[src/rtl/rv_decode_params.svh]
// RV64 decode widths
`ifndef RV_DECODE_PARAMS_SVH
`define RV_DECODE_PARAMS_SVH

// data path width of the core
`define XLEN 64

// raw instruction word width
`define INST_W 32

// architectural register index width
`define REG_IDX_W 5

// a0, return value register
// ecall results are written here
`define REG_A0 10

`endif

[src/rtl/rv_decode_pkg.sv]
// RV64 decode types
`include "rv_decode_params.svh"

package rv_decode_pkg;

    // meaningful widths
    typedef logic [`INST_W-1:0]    inst_t;
    typedef logic [`XLEN-1:0]      xlen_t;
    typedef logic [`REG_IDX_W-1:0] reg_idx_t;
    typedef logic [2:0]            funct3_t;
    typedef logic [6:0]            funct7_t;

    // base opcodes, inst[6:0]
    typedef enum logic [6:0] {
        op_lui       = 7'b0110111,
        op_auipc     = 7'b0010111,
        op_jal       = 7'b1101111,
        op_jalr      = 7'b1100111,
        op_branch    = 7'b1100011,
        op_load      = 7'b0000011,
        op_store     = 7'b0100011,
        op_op_imm    = 7'b0010011,
        op_op_imm_32 = 7'b0011011,
        op_op        = 7'b0110011,
        op_op_32     = 7'b0111011,
        op_misc_mem  = 7'b0001111,
        op_system    = 7'b1110011
    } opcode_e;

    // ALU funct3 codes that the decoder produces itself
    typedef enum logic [2:0] {
        f3op_add_sub = 3'b000,
        f3op_slt     = 3'b010,
        f3op_sltu    = 3'b011,
        f3op_srx     = 3'b101
    } f3_op_e;

    // branch funct3, 3'b010 and 3'b011 unused
    typedef enum logic [2:0] {
        f3b_beq  = 3'b000,
        f3b_bne  = 3'b001,
        f3b_blt  = 3'b100,
        f3b_bge  = 3'b101,
        f3b_bltu = 3'b110,
        f3b_bgeu = 3'b111
    } f3_branch_e;

    // when the exec stage redirects the PC
    typedef enum logic [2:0] {
        jump_no      = 3'd0,
        jump_yes     = 3'd1,
        jump_alu_eqz = 3'd2,
        jump_alu_nez = 3'd3
    } jump_code_e;

    // immediate layout select
    typedef enum logic [2:0] {
        imm_none = 3'd0,
        imm_i    = 3'd1,
        imm_s    = 3'd2,
        imm_sb   = 3'd3,
        imm_u    = 3'd4,
        imm_uj   = 3'd5
    } imm_fmt_e;

    // how funct3/funct7 reach the ALU
    typedef enum logic [2:0] {
        mode_add    = 3'd0,
        mode_inst   = 3'd1,
        mode_imm    = 3'd2,
        mode_branch = 3'd3,
        mode_none   = 3'd4
    } alu_mode_e;

    // opcode class controls
    typedef struct packed {
        imm_fmt_e  imm_fmt;
        alu_mode_e alu_mode;
        logic      en_rs1;
        logic      en_rs2;
        logic      en_rd;
        logic      zero_rs1;
        logic      rd_to_a0;
        logic      alu_use_immed;
        logic      alu_width_32;
        logic      keep_pc_plus_immed;
        logic      jump_uncond;
        logic      jump_absolute;
        logic      is_ecall;
        logic      illegal_op;
    } ctrl_sig_t;

    // ALU op and jump condition
    typedef struct packed {
        funct3_t    funct3;
        funct7_t    funct7;
        jump_code_e jump_if;
        logic       bad_funct3;
    } alu_sel_t;

    // decoded record handed to the exec stage
    typedef struct packed {
        reg_idx_t   rs1;
        reg_idx_t   rs2;
        reg_idx_t   rd;
        logic       en_rs1;
        logic       en_rs2;
        logic       en_rd;
        xlen_t      immed;
        logic       keep_pc_plus_immed;
        logic       alu_use_immed;
        logic       alu_width_32;
        funct3_t    funct3;
        funct7_t    funct7;
        jump_code_e jump_if;
        logic       jump_absolute;
        logic       is_ecall;
        logic       illegal;
    } decoded_inst_t;

endpackage

[src/rtl/decode_ctrl.sv]
// Opcode classification
`timescale 1ns/1ps

module decode_ctrl (
    input  rv_decode_pkg::inst_t     inst,
    output rv_decode_pkg::ctrl_sig_t ctrl
);

    rv_decode_pkg::opcode_e opcode;
    rv_decode_pkg::funct3_t funct3;

    assign opcode = rv_decode_pkg::opcode_e'(inst[6:0]);
    assign funct3 = inst[14:12];

    always_comb begin
        // quiet defaults, each opcode sets only what it needs
        ctrl                    = '0;
        ctrl.imm_fmt            = rv_decode_pkg::imm_none;
        ctrl.alu_mode           = rv_decode_pkg::mode_none;

        case (opcode)
            // 0 + imm through the ALU
            rv_decode_pkg::op_lui: begin
                ctrl.imm_fmt       = rv_decode_pkg::imm_u;
                ctrl.alu_mode      = rv_decode_pkg::mode_add;
                ctrl.alu_use_immed = 1'b1;
                ctrl.zero_rs1      = 1'b1;
                ctrl.en_rd         = 1'b1;
            end
            // separate PC adder picks up the ALU result
            rv_decode_pkg::op_auipc: begin
                ctrl.imm_fmt            = rv_decode_pkg::imm_u;
                ctrl.alu_mode           = rv_decode_pkg::mode_add;
                ctrl.alu_use_immed      = 1'b1;
                ctrl.keep_pc_plus_immed = 1'b1;
                ctrl.en_rd              = 1'b1;
            end
            // pc relative, only the link register
            rv_decode_pkg::op_jal: begin
                ctrl.imm_fmt       = rv_decode_pkg::imm_uj;
                ctrl.alu_mode      = rv_decode_pkg::mode_add;
                ctrl.alu_use_immed = 1'b1;
                ctrl.zero_rs1      = 1'b1;
                ctrl.en_rd         = 1'b1;
                ctrl.jump_uncond   = 1'b1;
            end
            // target is rs1 + imm from the ALU
            rv_decode_pkg::op_jalr: begin
                ctrl.imm_fmt       = rv_decode_pkg::imm_i;
                ctrl.alu_mode      = rv_decode_pkg::mode_add;
                ctrl.alu_use_immed = 1'b1;
                ctrl.en_rs1        = 1'b1;
                ctrl.en_rd         = 1'b1;
                ctrl.jump_uncond   = 1'b1;
                ctrl.jump_absolute = 1'b1;
            end
            // compare rs1 with rs2, target is PC + imm
            rv_decode_pkg::op_branch: begin
                ctrl.imm_fmt  = rv_decode_pkg::imm_sb;
                ctrl.alu_mode = rv_decode_pkg::mode_branch;
                ctrl.en_rs1   = 1'b1;
                ctrl.en_rs2   = 1'b1;
            end
            // address calc rs1 + imm
            rv_decode_pkg::op_load: begin
                ctrl.imm_fmt       = rv_decode_pkg::imm_i;
                ctrl.alu_mode      = rv_decode_pkg::mode_add;
                ctrl.alu_use_immed = 1'b1;
                ctrl.en_rs1        = 1'b1;
                ctrl.en_rd         = 1'b1;
            end
            // rs2 carries the store data
            rv_decode_pkg::op_store: begin
                ctrl.imm_fmt       = rv_decode_pkg::imm_s;
                ctrl.alu_mode      = rv_decode_pkg::mode_add;
                ctrl.alu_use_immed = 1'b1;
                ctrl.en_rs1        = 1'b1;
                ctrl.en_rs2        = 1'b1;
            end
            rv_decode_pkg::op_op_imm, rv_decode_pkg::op_op_imm_32: begin
                ctrl.imm_fmt       = rv_decode_pkg::imm_i;
                ctrl.alu_mode      = rv_decode_pkg::mode_imm;
                ctrl.alu_use_immed = 1'b1;
                ctrl.en_rs1        = 1'b1;
                ctrl.en_rd         = 1'b1;
                ctrl.alu_width_32  = (opcode == rv_decode_pkg::op_op_imm_32);
            end
            // register-register, ALU codes straight from the word
            rv_decode_pkg::op_op, rv_decode_pkg::op_op_32: begin
                ctrl.alu_mode     = rv_decode_pkg::mode_inst;
                ctrl.en_rs1       = 1'b1;
                ctrl.en_rs2       = 1'b1;
                ctrl.en_rd        = 1'b1;
                ctrl.alu_width_32 = (opcode == rv_decode_pkg::op_op_32);
            end
            // fence, nothing read or written
            rv_decode_pkg::op_misc_mem: begin
                ctrl.alu_mode = rv_decode_pkg::mode_none;
            end
            rv_decode_pkg::op_system: begin
                ctrl.alu_mode = rv_decode_pkg::mode_none;
                // ecall only, ebreak has bit 20 set and stays a no-op
                if (funct3 == 3'b000 && !inst[20]) begin
                    ctrl.is_ecall = 1'b1;
                    // host call result lands in a0
                    ctrl.rd_to_a0 = 1'b1;
                    ctrl.en_rd    = 1'b1;
                end
            end
            default: begin
                // unknown opcode, enables stay low
                ctrl.illegal_op = 1'b1;
            end
        endcase
    end

endmodule

[src/rtl/imm_gen.sv]
// Immediate construction
`timescale 1ns/1ps

module imm_gen (
    input  rv_decode_pkg::inst_t    inst,
    input  rv_decode_pkg::imm_fmt_e imm_fmt,
    output rv_decode_pkg::xlen_t    immed
);

    rv_decode_pkg::xlen_t imm_i;
    rv_decode_pkg::xlen_t imm_s;
    rv_decode_pkg::xlen_t imm_sb;
    rv_decode_pkg::xlen_t imm_u;
    rv_decode_pkg::xlen_t imm_uj;

    // all layouts sign extend from inst[31]
    assign imm_i  = {{52{inst[31]}}, inst[31:20]};
    // split around rd field
    assign imm_s  = {{52{inst[31]}}, inst[31:25], inst[11:7]};
    // halfword aligned branch offset
    assign imm_sb = {{51{inst[31]}}, inst[31], inst[7], inst[30:25], inst[11:8], 1'b0};
    // upper 20 bits with low 12 zero
    assign imm_u  = {{32{inst[31]}}, inst[31:12], 12'b0};
    // halfword aligned jal offset
    assign imm_uj = {{43{inst[31]}}, inst[31], inst[19:12], inst[20], inst[30:21], 1'b0};

    always_comb begin
        case (imm_fmt)
            rv_decode_pkg::imm_i:  immed = imm_i;
            rv_decode_pkg::imm_s:  immed = imm_s;
            rv_decode_pkg::imm_sb: immed = imm_sb;
            rv_decode_pkg::imm_u:  immed = imm_u;
            rv_decode_pkg::imm_uj: immed = imm_uj;
            default:               immed = '0;
        endcase
    end

endmodule

[src/rtl/alu_op_sel.sv]
// ALU and branch op select
`timescale 1ns/1ps

module alu_op_sel (
    input  rv_decode_pkg::inst_t     inst,
    input  rv_decode_pkg::alu_mode_e alu_mode,
    input  logic                     jump_uncond,
    output rv_decode_pkg::alu_sel_t  sel
);

    rv_decode_pkg::funct3_t funct3;
    rv_decode_pkg::funct7_t funct7;

    assign funct3 = inst[14:12];
    assign funct7 = inst[31:25];

    always_comb begin
        sel            = '0;
        // non-branch jump kind
        sel.jump_if    = jump_uncond ? rv_decode_pkg::jump_yes : rv_decode_pkg::jump_no;

        case (alu_mode)
            // address and immediate adds
            rv_decode_pkg::mode_add: begin
                sel.funct3 = rv_decode_pkg::f3op_add_sub;
                sel.funct7 = 7'b000_0000;
            end
            rv_decode_pkg::mode_inst: begin
                sel.funct3 = funct3;
                sel.funct7 = funct7;
            end
            // upper imm bits are immediate, except the SRAI flag
            rv_decode_pkg::mode_imm: begin
                sel.funct3 = funct3;
                sel.funct7 = 7'b000_0000;
                if (funct3 == rv_decode_pkg::f3op_srx) begin
                    sel.funct7[5] = funct7[5];
                end
            end
            // ALU result tested against zero
            rv_decode_pkg::mode_branch: begin
                case (funct3)
                    // difference zero means equal
                    rv_decode_pkg::f3b_beq: begin
                        sel.funct3  = rv_decode_pkg::f3op_add_sub;
                        sel.funct7  = 7'b010_0000;
                        sel.jump_if = rv_decode_pkg::jump_alu_eqz;
                    end
                    rv_decode_pkg::f3b_bne: begin
                        sel.funct3  = rv_decode_pkg::f3op_add_sub;
                        sel.funct7  = 7'b010_0000;
                        sel.jump_if = rv_decode_pkg::jump_alu_nez;
                    end
                    // slt gives 1 when less than
                    rv_decode_pkg::f3b_blt: begin
                        sel.funct3  = rv_decode_pkg::f3op_slt;
                        sel.jump_if = rv_decode_pkg::jump_alu_nez;
                    end
                    rv_decode_pkg::f3b_bge: begin
                        sel.funct3  = rv_decode_pkg::f3op_slt;
                        sel.jump_if = rv_decode_pkg::jump_alu_eqz;
                    end
                    rv_decode_pkg::f3b_bltu: begin
                        sel.funct3  = rv_decode_pkg::f3op_sltu;
                        sel.jump_if = rv_decode_pkg::jump_alu_nez;
                    end
                    rv_decode_pkg::f3b_bgeu: begin
                        sel.funct3  = rv_decode_pkg::f3op_sltu;
                        sel.jump_if = rv_decode_pkg::jump_alu_eqz;
                    end
                    default: begin
                        // 3'b010 / 3'b011, never jump
                        sel.jump_if    = rv_decode_pkg::jump_no;
                        sel.bad_funct3 = 1'b1;
                    end
                endcase
            end
            // mode_none and spare codes give zero fields
            default: begin
                sel.funct3 = 3'b000;
                sel.funct7 = 7'b000_0000;
            end
        endcase
    end

endmodule

[src/rtl/decode_reg.sv]
// Decode output register
`timescale 1ns/1ps
`include "rv_decode_params.svh"

module decode_reg (
    input  logic                         clk,
    input  logic                         rst_n,
    input  logic                         inst_valid,
    input  rv_decode_pkg::inst_t         inst,
    input  rv_decode_pkg::ctrl_sig_t     ctrl,
    input  rv_decode_pkg::xlen_t         immed,
    input  rv_decode_pkg::alu_sel_t      sel,
    output logic                         dec_valid,
    output rv_decode_pkg::decoded_inst_t dec
);

    rv_decode_pkg::decoded_inst_t rec;
    logic                         illegal;

    assign illegal = ctrl.illegal_op | sel.bad_funct3;

    always_comb begin
        // register fields from the fixed RISC-V positions
        rec.rs1    = ctrl.zero_rs1 ? '0 : inst[19:15];
        rec.rs2    = inst[24:20];
        rec.rd     = ctrl.rd_to_a0 ? `REG_IDX_W'(`REG_A0) : inst[11:7];
        // hazard logic must ignore an illegal word
        rec.en_rs1 = ctrl.en_rs1 & ~illegal;
        rec.en_rs2 = ctrl.en_rs2 & ~illegal;
        rec.en_rd  = ctrl.en_rd & ~illegal;
        rec.immed  = immed;
        rec.keep_pc_plus_immed = ctrl.keep_pc_plus_immed;
        rec.alu_use_immed      = ctrl.alu_use_immed;
        rec.alu_width_32       = ctrl.alu_width_32;
        rec.funct3        = sel.funct3;
        rec.funct7        = sel.funct7;
        rec.jump_if       = sel.jump_if;
        rec.jump_absolute = ctrl.jump_absolute;
        rec.is_ecall      = ctrl.is_ecall;
        rec.illegal       = illegal;
    end

    always_ff @(posedge clk or negedge rst_n) begin
        if (!rst_n) begin
            dec_valid <= 1'b0;
            dec       <= '0;
        end else begin
            dec_valid <= inst_valid;
            // record holds across idle cycles
            if (inst_valid) begin
                dec <= rec;
            end
        end
    end

    // illegal record never redirects the PC
    illegal_no_jump: assert property (
        @(posedge clk) disable iff (!rst_n)
        dec_valid && dec.illegal |-> dec.jump_if == rv_decode_pkg::jump_no
    ) else $error("illegal record with a jump condition");

    // ecall reads no register and writes only a0
    ecall_to_a0: assert property (
        @(posedge clk) disable iff (!rst_n)
        dec_valid && dec.is_ecall |->
            dec.en_rd && !dec.en_rs1 && !dec.en_rs2 && dec.rd == `REG_IDX_W'(`REG_A0)
    ) else $error("ecall record not aimed at a0");

endmodule

[src/rtl/rv_decoder.sv]
// RV64 decode stage top
`timescale 1ns/1ps

module rv_decoder (
    input  logic                         clk,
    input  logic                         rst_n,
    input  logic                         inst_valid,
    input  rv_decode_pkg::inst_t         inst,
    output logic                         dec_valid,
    output rv_decode_pkg::decoded_inst_t dec
);

    rv_decode_pkg::ctrl_sig_t ctrl;
    rv_decode_pkg::xlen_t     immed;
    rv_decode_pkg::alu_sel_t  sel;

    // opcode class
    decode_ctrl u_decode_ctrl (
        .inst (inst),
        .ctrl (ctrl)
    );

    // immediate unscramble
    imm_gen u_imm_gen (
        .inst    (inst),
        .imm_fmt (ctrl.imm_fmt),
        .immed   (immed)
    );

    // ALU fields and jump condition
    alu_op_sel u_alu_op_sel (
        .inst        (inst),
        .alu_mode    (ctrl.alu_mode),
        .jump_uncond (ctrl.jump_uncond),
        .sel         (sel)
    );

    // one cycle to the exec stage
    decode_reg u_decode_reg (
        .clk        (clk),
        .rst_n      (rst_n),
        .inst_valid (inst_valid),
        .inst       (inst),
        .ctrl       (ctrl),
        .immed      (immed),
        .sel        (sel),
        .dec_valid  (dec_valid),
        .dec        (dec)
    );

endmodule

[config.mk]
export PLATFORM = sky130hd
export DESIGN_NAME = rv_decoder
export DESIGN_NICKNAME = d
export VERILOG_FILES = /design/src/rtl/rv_decode_pkg.sv /design/src/rtl/decode_ctrl.sv /design/src/rtl/imm_gen.sv /design/src/rtl/alu_op_sel.sv /design/src/rtl/decode_reg.sv /design/src/rtl/rv_decoder.sv
export VERILOG_INCLUDE_DIRS = /design/src /design/src/rtl
export SDC_FILE = /design/constraint.sdc
export NUM_CORES = 1
export LEC_CHECK = 0
export BUFFER_PORTS_ARGS = -buffer_cell sky130_fd_sc_hd__buf_2
export CELL_PAD_IN_SITES_DETAIL_PLACEMENT = 0
export CELL_PAD_IN_SITES_GLOBAL_PLACEMENT = 1
export CORE_ASPECT_RATIO = 1.4
export CORE_MARGIN = 2
export CORE_UTILIZATION = 36
export DETAILED_ROUTE_END_ITERATION = 6
export HOLD_SLACK_MARGIN = 0.02
export PLACE_DENSITY = 0.78
export SETUP_SLACK_MARGIN = 0.3
export SLEW_MARGIN = 0
export SYNTH_ARGS = -nofsm -noshare
export SYNTH_HDL_FRONTEND = slang
export SYNTH_SLANG_ARGS = --single-unit
[constraint.sdc]
create_clock -name clk -period 1.6 [get_ports clk]
set_clock_uncertainty 0.15 [all_clocks]
set_input_delay 0.16 -clock clk [delete_from_list [all_inputs] [get_ports clk]]
set_output_delay 0.16 -clock clk [all_outputs]
set_load 0.02 [all_outputs]
==> summary.txt, run 1 <==
DRT Pass-1 Iters: 4
CP Launch Type: flip-flop
Synth top area cells: dfrtp_1 (50%), buf_4 (7.4%), a22o_1 (4.6%)
Max Freq: 693 MHz
Hold Fails Final Rpt: 0
CTS tree: yes
Share of post-route cells with drive strength above 1: 0.446
Count leader, synth: dfrtp_1
Number of remaining DRC errors: 0
Synth warn: 0
Hold wc startpoint: inst_valid
Crit path arrival time: 1.13 ns
Max clock buf depth: 2
Hold path depth: 2
Post-Syn Instances: 340
Setup TNS: 0 ns
Area of the die: 0.0104 mm^2
Clock latency on the worst-skew pair: 0.34 ns
Core Area: 0.00941 mm^2
Worst Setup Slack, final: 0.157 ns
Final Max Tran Viols: 0
Die height: 120 um
Final setup vio count: 0
Syn_nets: 375
Layout Nets: 526
Status: completed
Slowest cell on the critical path: dfrtp_4
DPL Wire Length: 7190 um
Commonest cells post-synth: dfrtp_1 (69), nor2_1 (37), buf_4 (34), nand2_1 (25), a21oi_1 (22)
Largest net degree at the start of global routing: 36
Clock period minus worst slack: 1.44 ns
Sink Count: 69
Peak VDD IR: 0.572 mV
Worst R2R Start: u_decode_reg.dec[81]
Crit path cell chain: buf_6 -> buf_4
Worst-path fanout max: 17
Die X: 86.7 um
Max_cap viols: 0
Vias in the first global route: 3084
Pre-CTS setup slack: -0.127 ns
Num CTS Buffers: 9
Internal reg-to-reg setup slack: 0.58 ns
Std-Cell Rows: 42
Reg2reg path depth: 3
Post-Syn Area: 0.00344 mm^2
WL/cell: 16.4 um
Final RePlAce weighted congestion: 0.836
Synth top area share: 0.501
Synth cell types: 53
Hold Path End: u_decode_reg.dec[0]
Final wirelength: 9940 um
Placed inst area: 0.00427 mm^2
Sequential area share after synthesis: 0.501
R2r endpoint: u_decode_reg.dec[81]
Root Buffer: clkbuf_16
Final period utilization: 0.902
Grt ovf: 0
Total Routing Usage GR: 0.196
Vias after detailed routing: 3157
Leakage power: 2.45 nW
Worst path bufs/invs: 2
Main synth FF type: dfrtp_1
CP Data Required Time: 1.29 ns
Hold Path Class: in -> reg
Initial Util: 0.366
Antenna violations before repair: 0
Initial DRC Count: 144
H-tree depth: 3
Antenna cell count: 0
CP max stage delay: 0.48 ns
RSZ-0062 raised after global routing: true
Worst-path clk slew: 0.06 ns
Routed vias/inst: 5.21
Pwr/cell area: 953 mW/mm^2
First-pass GRT wire length: 15600 um
Antenna-violating nets left: 0
WS Path Type: reg -> out
#FFs+latches synth: 69
Final Cell Area: 0.00496 mm^2
Post-synth EDFFs: 0
Mean Syn Cell Area: 10.1 um^2
Port Buffers: 135
# fillers: 863
Layout area overhead: 44.0%
# IOs: 137
Post-synth top area cell: dfrtp_1
Synth async-reset ratio: 1.00
Crit-path leading delay family: flip-flops
CP Capture Type: output pin
## final cells by class
| type | count | area [um^2] | share of cell area |
|---|---|---|---|
| clock buffer | 11 | 243 | 0.0490 |
| clock inverter | 5 | 58.8 | 0.0119 |
| inverter | 5 | 18.8 | 0.00379 |
| multi-input combinational | 210 | 1460 | 0.295 |
| sequential | 69 | 1730 | 0.349 |
| tap | 110 | 138 | 0.0278 |
| timing repair buffer | 196 | 1310 | 0.263 |
## logic make-up after synthesis
| kind of cell | synth area share |
|---|---|
| simple gates | 0.149 |
| compound gates | 0.214 |
| flops | 0.501 |
| buf+inv | 0.109 |
| mux | 0.0254 |
| other cells | 0.00109 |
## registers in the layout, indices dropped and copies added (netlist names)
register,count
u_decode_reg.dec_valid,1
u_decode_reg.dec,68
## worst max-delay path by stage
stage | start | to | slack, ns | cells past startpoint
6_report | u_decode_reg.dec[81] | dec[67] | 0.16 | 2
5_1_grt | u_decode_reg.dec[81] | dec[57] | 0.13 | 2
4_1_cts | u_decode_reg.dec[81] | dec[52] | 0.15 | 2
3_5_place_dp | inst[2] | u_decode_reg.dec[40] | -0.13 | 6
3_3_place_gp | inst[4] | u_decode_reg.dec[99] | -0.08 | 5
2_1_floorplan | inst[6] | u_decode_reg.dec[100] | 0.17 | 4
## metal layers
layer  track usage  up-vias  part of all wire
met3        0.0454       11             0.048
met2         0.351      109              0.52
met4        0.0752        0             0.019
li1              -     1507                 -
met5             0        -                 0
met1         0.220     1530              0.41
## worst register-to-register path, cell delays in order, from the launching register on
cell and delay (ns):
dfrtp_4 0.48, buf_6 0.15, nand2_1 0.06, o21ai_0 0.07
## metrics by stage
stage	util	hold slack (ns)	std cells	total power, mW
floorplan	-	-0.286	340	2.35
finish	0.527	0.0380	606	4.72
global route	0.527	0.0622	606	4.90
global placement	0.454	-0.107	563	2.65
CTS	0.516	0.0378	606	4.75
detailed placement	0.454	-0.108	563	2.66
## power by group
group	internal (mW)	switching (mW)
registers	1.84	0.0501
clock network	1.25	0.774
logic	0.332	0.476
total	3.42	1.30
## cells in the final DEF (no fill, tap or decap), types with 5 or more instances in the layout
| cell | instances |
|---|---|
| nor3_1 | 7 |
| nor2_1 | 36 |
| a31oi_1 | 13 |
| clkbuf_16 | 9 |
| a21oi_1 | 21 |
| nand2_1 | 25 |
| o2bb2ai_1 | 9 |
| buf_4 | 51 |
| a22o_1 | 18 |
| dlygate4sd3_1 | 25 |
| mux2_2 | 5 |
| a32oi_1 | 7 |
| dfrtp_1 | 68 |
| buf_2 | 112 |
## timing repair
| item | 4_1_cts | 5_1_grt |
|---|---|---|
| hold endpoints to repair | 118 | 0 |
| endpoints found under the setup margin | 53 | 71 |
| buffers inserted | 2 | 0 |
| hold buffers | 25 | 0 |
| resized for setup | 5 | 33 |
| gates cloned | 0 | 0 |
| pin swaps | 0 | 1 |
Note: power is estimated with default switching activity, not from simulation.
==> run 2: changes to the inputs <==
--- a/config.mk
+++ b/config.mk
@@ -6,6 +6,7 @@
 export SDC_FILE = /design/constraint.sdc
 export NUM_CORES = 1
 export LEC_CHECK = 0
+export ABC_CLOCK_PERIOD_IN_PS = 1600
 export BUFFER_PORTS_ARGS = -buffer_cell sky130_fd_sc_hd__buf_2
 export CELL_PAD_IN_SITES_DETAIL_PLACEMENT = 0
 export CELL_PAD_IN_SITES_GLOBAL_PLACEMENT = 1
@@ -14,6 +15,7 @@
 export CORE_UTILIZATION = 36
 export DETAILED_ROUTE_END_ITERATION = 6
 export HOLD_SLACK_MARGIN = 0.02
+export MAX_ROUTING_LAYER = met4
 export PLACE_DENSITY = 0.78
 export SETUP_SLACK_MARGIN = 0.3
 export SLEW_MARGIN = 0
==> constraint.sdc (replaced) <==
create_clock -name clk -period 1.6 [get_ports clk]
set_clock_uncertainty 0.15 [all_clocks]
set_input_delay 0.32 -clock clk [delete_from_list [all_inputs] [get_ports clk]]
set_output_delay 0.32 -clock clk [all_outputs]
set_load 0.02 [all_outputs]
==> run 2 against run 1 <==
Effect of this change:
- clock-buffer cell count shrank 1
- first-iteration DRC count up 3.5%
- sequential power about the same
- critical path depth is the same
- clock power fell by 9.9%
- via count rose by 10%
- sequential cell count did not move
- utilization grew 12 points
- critical path type unchanged
- largest cell class is now non-clock buffers
==> summary.txt, run 2 (synthesized netlist as in run 1, its figures left out) <==
Clock period minus worst slack: 1.60 ns
Most common cell after layout, fill and taps aside: buf_4
RSZ-0062 raised after global routing: true
Final Cell Area: 0.00605 mm^2
DP Cell Count: 575
Hold Fails Final Rpt: 0
Crit path cell chain: buf_6 -> buf_4
Final RePlAce weighted congestion: 0.850
DPL Wire Length: 7280 um
Vias in the first global route: 3504
Comb pwr share: 0.222
P_sw: 1.41 mW
Crit-path leading delay family: flip-flops
Layout area overhead: 75.6%
Worst path bufs/invs: 2
Initial Util: 0.366
Biggest regs: u_decode_reg.dec (68), u_decode_reg.dec_valid (1)
Root Buffer: clkbuf_16
Max_cap viols: 0
WS Path Type: reg -> out
Most frequent cells in the layout: buf_4 (99), buf_6 (83), dfrtp_1 (68)
Die X: 86.7 um
Area of the die: 0.0104 mm^2
Leakage power: 2.88 nW
Max clock buf depth: 2
Internal power: 3.40 mW
H-tree depth: 3
Final Max Tran Viols: 0
Pwr/cell area: 796 mW/mm^2
Switching Share: 0.293
CP Launch Type: flip-flop
Largest net degree at the start of global routing: 50
Multi-input logic area: 0.00178 mm^2
CTS tree: yes
Storage cell area: 0.00173 mm^2
Final setup vio count: 0
# IOs: 137
Top reg by flops: u_decode_reg.dec
CP Data Required Time: 1.13 ns
Clock latency on the worst-skew pair: 0.33 ns
Worst-path fanout max: 17
Hold Path Class: in -> reg
Clk network pwr share: 0.380
Vias after detailed routing: 3480
# fillers: 706
DRT Pass-1 Iters: 4
Initial DRC Count: 149
Pre-CTS setup slack: -0.243 ns
Number of remaining DRC errors: 0
Hold path depth: 2
Std-Cell Rows: 42
CP Capture Type: output pin
Grt ovf: 0
Core Area: 0.00941 mm^2
Final period utilization: 1.00
Antenna cell count: 0
Worst Setup Slack, final: 0.000449 ns
Port Buffers: 135
Die height: 120 um
Layout Nets: 567
CP Depth: 2
Part of the power in registers: 0.398
Worst-path clk slew: 0.06 ns
Antenna-violating nets left: 0
Share of post-route cells with drive strength above 1: 0.598
Final core utilization: 0.643
Crit path arrival time: 1.13 ns
Routed vias/inst: 5.38
Max reg flops: 68
Status: completed
Peak VDD IR: 0.647 mV
Num CTS Buffers: 9
Placed inst area: 0.00441 mm^2
Antenna violations before repair: 0
Final wirelength: 11800 um
Max Freq: 625 MHz
WL/cell: 18.2 um
CP max stage delay: 0.48 ns
Reg2reg path depth: 3
Total Routing Usage GR: 0.222
Sink Count: 69
Final non-filler cell total: 647
Slowest cell on the critical path: dfrtp_4
First-pass GRT wire length: 17400 um
==> run 2: cell count changes in the layout (fill, tap and decap cells not counted), moves of 3 or more <==
cell           before  now
buf_2             112   44
buf_12              2    6
clkinv_2            1    4
dlygate4sd3_1      25    1
buf_4              51   99
a31oi_1            13    9
nor3_1              7    1
a21oi_4             0    5
a21oi_1            21    7
buf_6               3   83
nor3_4              1    5
a31oi_4             0    4
a21oi_2             2   11
==> run 2: final cells by class <==
type | instances | area share
timing repair buffer | 237 | 0.349
multi-input combinational | 210 | 0.294
sequential | 69 | 0.286
clock buffer | 10 | 0.0379
tap | 110 | 0.0228
clock inverter | 6 | 0.00641
inverter | 5 | 0.00331
==> run 2: power by group through the flow <==
stage / sequential [mW] / combinational, mW / clock (mW)
floorplan: 2.04 / 0.330 / 0
global placement: 1.92 / 0.753 / 0
detailed placement: 1.92 / 0.763 / 0
CTS: 1.92 / 0.966 / 1.86
global route: 1.92 / 1.13 / 1.94
finish: 1.92 / 1.07 / 1.83
==> run 2: metal layers <==
metal / part of all wire / global-route usage / vias up / wire (um)
met5: 0 / - / - / 0
li1: - / - / 1584 / -
met4: 0.038 / 0.113 / 0 / 448
met3: 0.051 / 0.0406 / 40 / 600
met1: 0.38 / 0.242 / 1706 / 4420
met2: 0.54 / 0.379 / 150 / 6310
==> run 2: timing repair <==
action | 4_1_cts | 5_1_grt
setup endpoints to repair | 150 | 156
cloned | 3 | 1
buffers inserted | 31 | 20
endpoints found under the hold margin | 20 | 0
hold buffers | 1 | 0
resized for setup | 182 | 58
pin swaps | 35 | 21
==> run 2: stage by stage <==
step	total power [mW]	setup TNS [ns]	hold WS (ns)
4_1_cts	4.74	0	0.0783
6_report	4.81	0	0.0868
3_5_place_dp	2.69	-6.29	0.0732
5_1_grt	4.99	-0.710	0.0894
3_3_place_gp	2.67	-5.02	0.0695
2_1_floorplan	2.37	-0.0809	-0.126
==> run 2: path summary, 6_finish.rpt <==
kind	startpoint	to	slack (ns)
hold / removal	inst[17]	u_decode_reg.dec[98]	0.09
setup / recovery	u_decode_reg.dec[81]	dec[61]	0.0004
setup reg to reg	u_decode_reg.dec[27]	u_decode_reg.dec[27]	0.46
hold reg to reg	u_decode_reg.dec[4]	u_decode_reg.dec[4]	0.35
max in group asynchronous	rst_n	u_decode_reg.dec[3]	0.47
min in group asynchronous	rst_n	u_decode_reg.dec[47]	0.27
==> run 3: changes to the inputs <==
--- a/config.mk
+++ b/config.mk
@@ -10,7 +10,7 @@
 export BUFFER_PORTS_ARGS = -buffer_cell sky130_fd_sc_hd__buf_2
 export CELL_PAD_IN_SITES_DETAIL_PLACEMENT = 0
 export CELL_PAD_IN_SITES_GLOBAL_PLACEMENT = 1
-export CORE_ASPECT_RATIO = 1.4
+export CORE_ASPECT_RATIO = 0.7
 export CORE_MARGIN = 2
 export CORE_UTILIZATION = 36
 export DETAILED_ROUTE_END_ITERATION = 6
==> run 3 against run 2 <==
Effect of this change:
- setup slack better by 0.013 ns
- cell area increased by 5.5%
- clock power down 2%
- die area about the same
- routed wire length rose by 5.5%
- sequential cell count unchanged
- utilization increased by 5.2 points
- fmax grew 0.81%
- global-route usage grew 0.79 points
- highest routed layer unchanged
==> summary.txt, run 3 (synthesized netlist as in run 1, its figures left out) <==
Share of post-route cells with drive strength above 1: 0.645
CP max stage delay: 0.48 ns
Antenna cell count: 0
Total Routing Usage GR: 0.229
Port Buffers: 135
Top reg by flops: u_decode_reg.dec
RSZ-0062 raised after global routing: true
Final RePlAce weighted congestion: 0.898
CP Launch Type: flip-flop
Switching Share: 0.282
Top sig layer: met4
DRT Pass-1 Iters: 4
First-pass GRT wire length: 17800 um
Std-Cell Rows: 29
Slowest cell on the critical path: dfrtp_4
Final period utilization: 0.992
CTS tree: yes
Antenna violations before repair: 0
Worst-path fanout max: 17
Most frequent cells in the layout: buf_4 (88), buf_6 (87), dfrtp_1 (68)
Largest net degree at the start of global routing: 49
Status: completed
P_sw: 1.38 mW
Num CTS Buffers: 9
Hold Fails Final Rpt: 0
Initial DRC Count: 151
WS Path Type: reg -> out
Hold Path Class: in -> reg
Pwr/cell area: 764 mW/mm^2
Max clock buf depth: 2
Vias in the first global route: 3307
Met3 routed WL: 631 um
H-tree depth: 3
Max reg flops: 68
Sink Count: 69
Clock period minus worst slack: 1.59 ns
WHS: 0.0910 ns
Internal power: 3.50 mW
Placed inst area: 0.00444 mm^2
Biggest regs: u_decode_reg.dec (68), u_decode_reg.dec_valid (1)
Clock latency on the worst-skew pair: 0.32 ns
Multi-input logic area: 0.00200 mm^2
Initial Util: 0.375
WL/cell: 18.6 um
Leakage power: 3.05 nW
Die height: 85.8 um
Part of the power in registers: 0.393
Crit path arrival time: 1.12 ns
Final Cell Area: 0.00638 mm^2
Die X: 121 um
Vias after detailed routing: 3533
Core Area: 0.00918 mm^2
Storage cell area: 0.00173 mm^2
Clk network pwr share: 0.367
Grt ovf: 0
Max_cap viols: 0
Final setup vio count: 0
Comb pwr share: 0.240
Final Max Tran Viols: 0
# IOs: 137
Worst-path clk slew: 0.05 ns
Peak VDD IR: 0.637 mV
CP Data Required Time: 1.13 ns
Number of remaining DRC errors: 0
DRT met1 WL: 5640 um
Max Freq: 630 MHz
DR WL met2: 5870 um
Internal reg-to-reg setup slack: 0.45 ns
Area of the die: 0.0104 mm^2
Antenna-violating nets left: 0
Most common cell after layout, fill and taps aside: buf_4
Crit path cell chain: buf_6 -> buf_2
CP Capture Type: output pin
# fillers: 666
Root Buffer: clkbuf_16
Layout Nets: 574
Final wirelength: 12400 um
Layout area overhead: 85.3%
Routed vias/inst: 5.29
DPL Wire Length: 7590 um
[run 3: power groups by stage]
stage	Combinational [mW]	Sequential [mW]	Clock, mW
2_1_floorplan	0.330	2.04	0
3_3_place_gp	0.756	1.92	0
3_5_place_dp	0.768	1.93	0
4_1_cts	1.00	1.92	1.82
5_1_grt	1.24	1.92	1.90
6_report	1.17	1.92	1.79
[run 3: per-layer routing]
layer	GRT usage	vias up
met5	-	-
met4	0.0729	0
li1	-	1593
met3	0.0532	24
met1	0.311	1796
met2	0.342	120
[run 3: final cells by class]
class	instances	area share
inverter	5	0.00333
timing repair buffer	244	0.345
clock inverter	4	0.00373
clock buffer	12	0.0386
tap	124	0.0243
sequential	69	0.271
multi-input combinational	210	0.313
[run 3: worst paths after layout]
path	to	startpoint	depth (start not counted)
worst max register to register	u_decode_reg.dec[95]	u_decode_reg.dec[95]	3
worst min register to register	u_decode_reg.dec[2]	u_decode_reg.dec[2]	1
worst max-delay path	dec[59]	u_decode_reg.dec[81]	2
worst min-delay path	u_decode_reg.dec[99]	inst[18]	2
max in group asynchronous	u_decode_reg.dec[81]	rst_n	3
min in group asynchronous	u_decode_reg.dec[44]	rst_n	3
[run 3: worst max-delay path, delay by kind of cell (launching register included)]
family / cells / cell delay [ns]
buf+inv: 2 / 0.31
flops: 1 / 0.48
[run 3: timing repair]
action	4_1_cts	5_1_grt
gates resized for setup	193	90
setup endpoints to repair	156	156
hold endpoints to repair	69	0
pin swaps	43	33
gates cloned	4	0
hold buffers	1	0
setup buffers	32	25
[run 3: through the flow]
step	setup TNS [ns]	util	std cells	power, mW	worst slack, ns
floorplan	-0.0809	-	340	2.37	-0.0162
detailed placement	-8.82	0.483	590	2.69	-0.238
global placement	-7.24	0.483	590	2.68	-0.214
global route	-0.374	0.695	668	5.06	-0.0132
CTS	0	0.622	643	4.73	0.00426
finish	0	0.695	668	4.87	0.0133
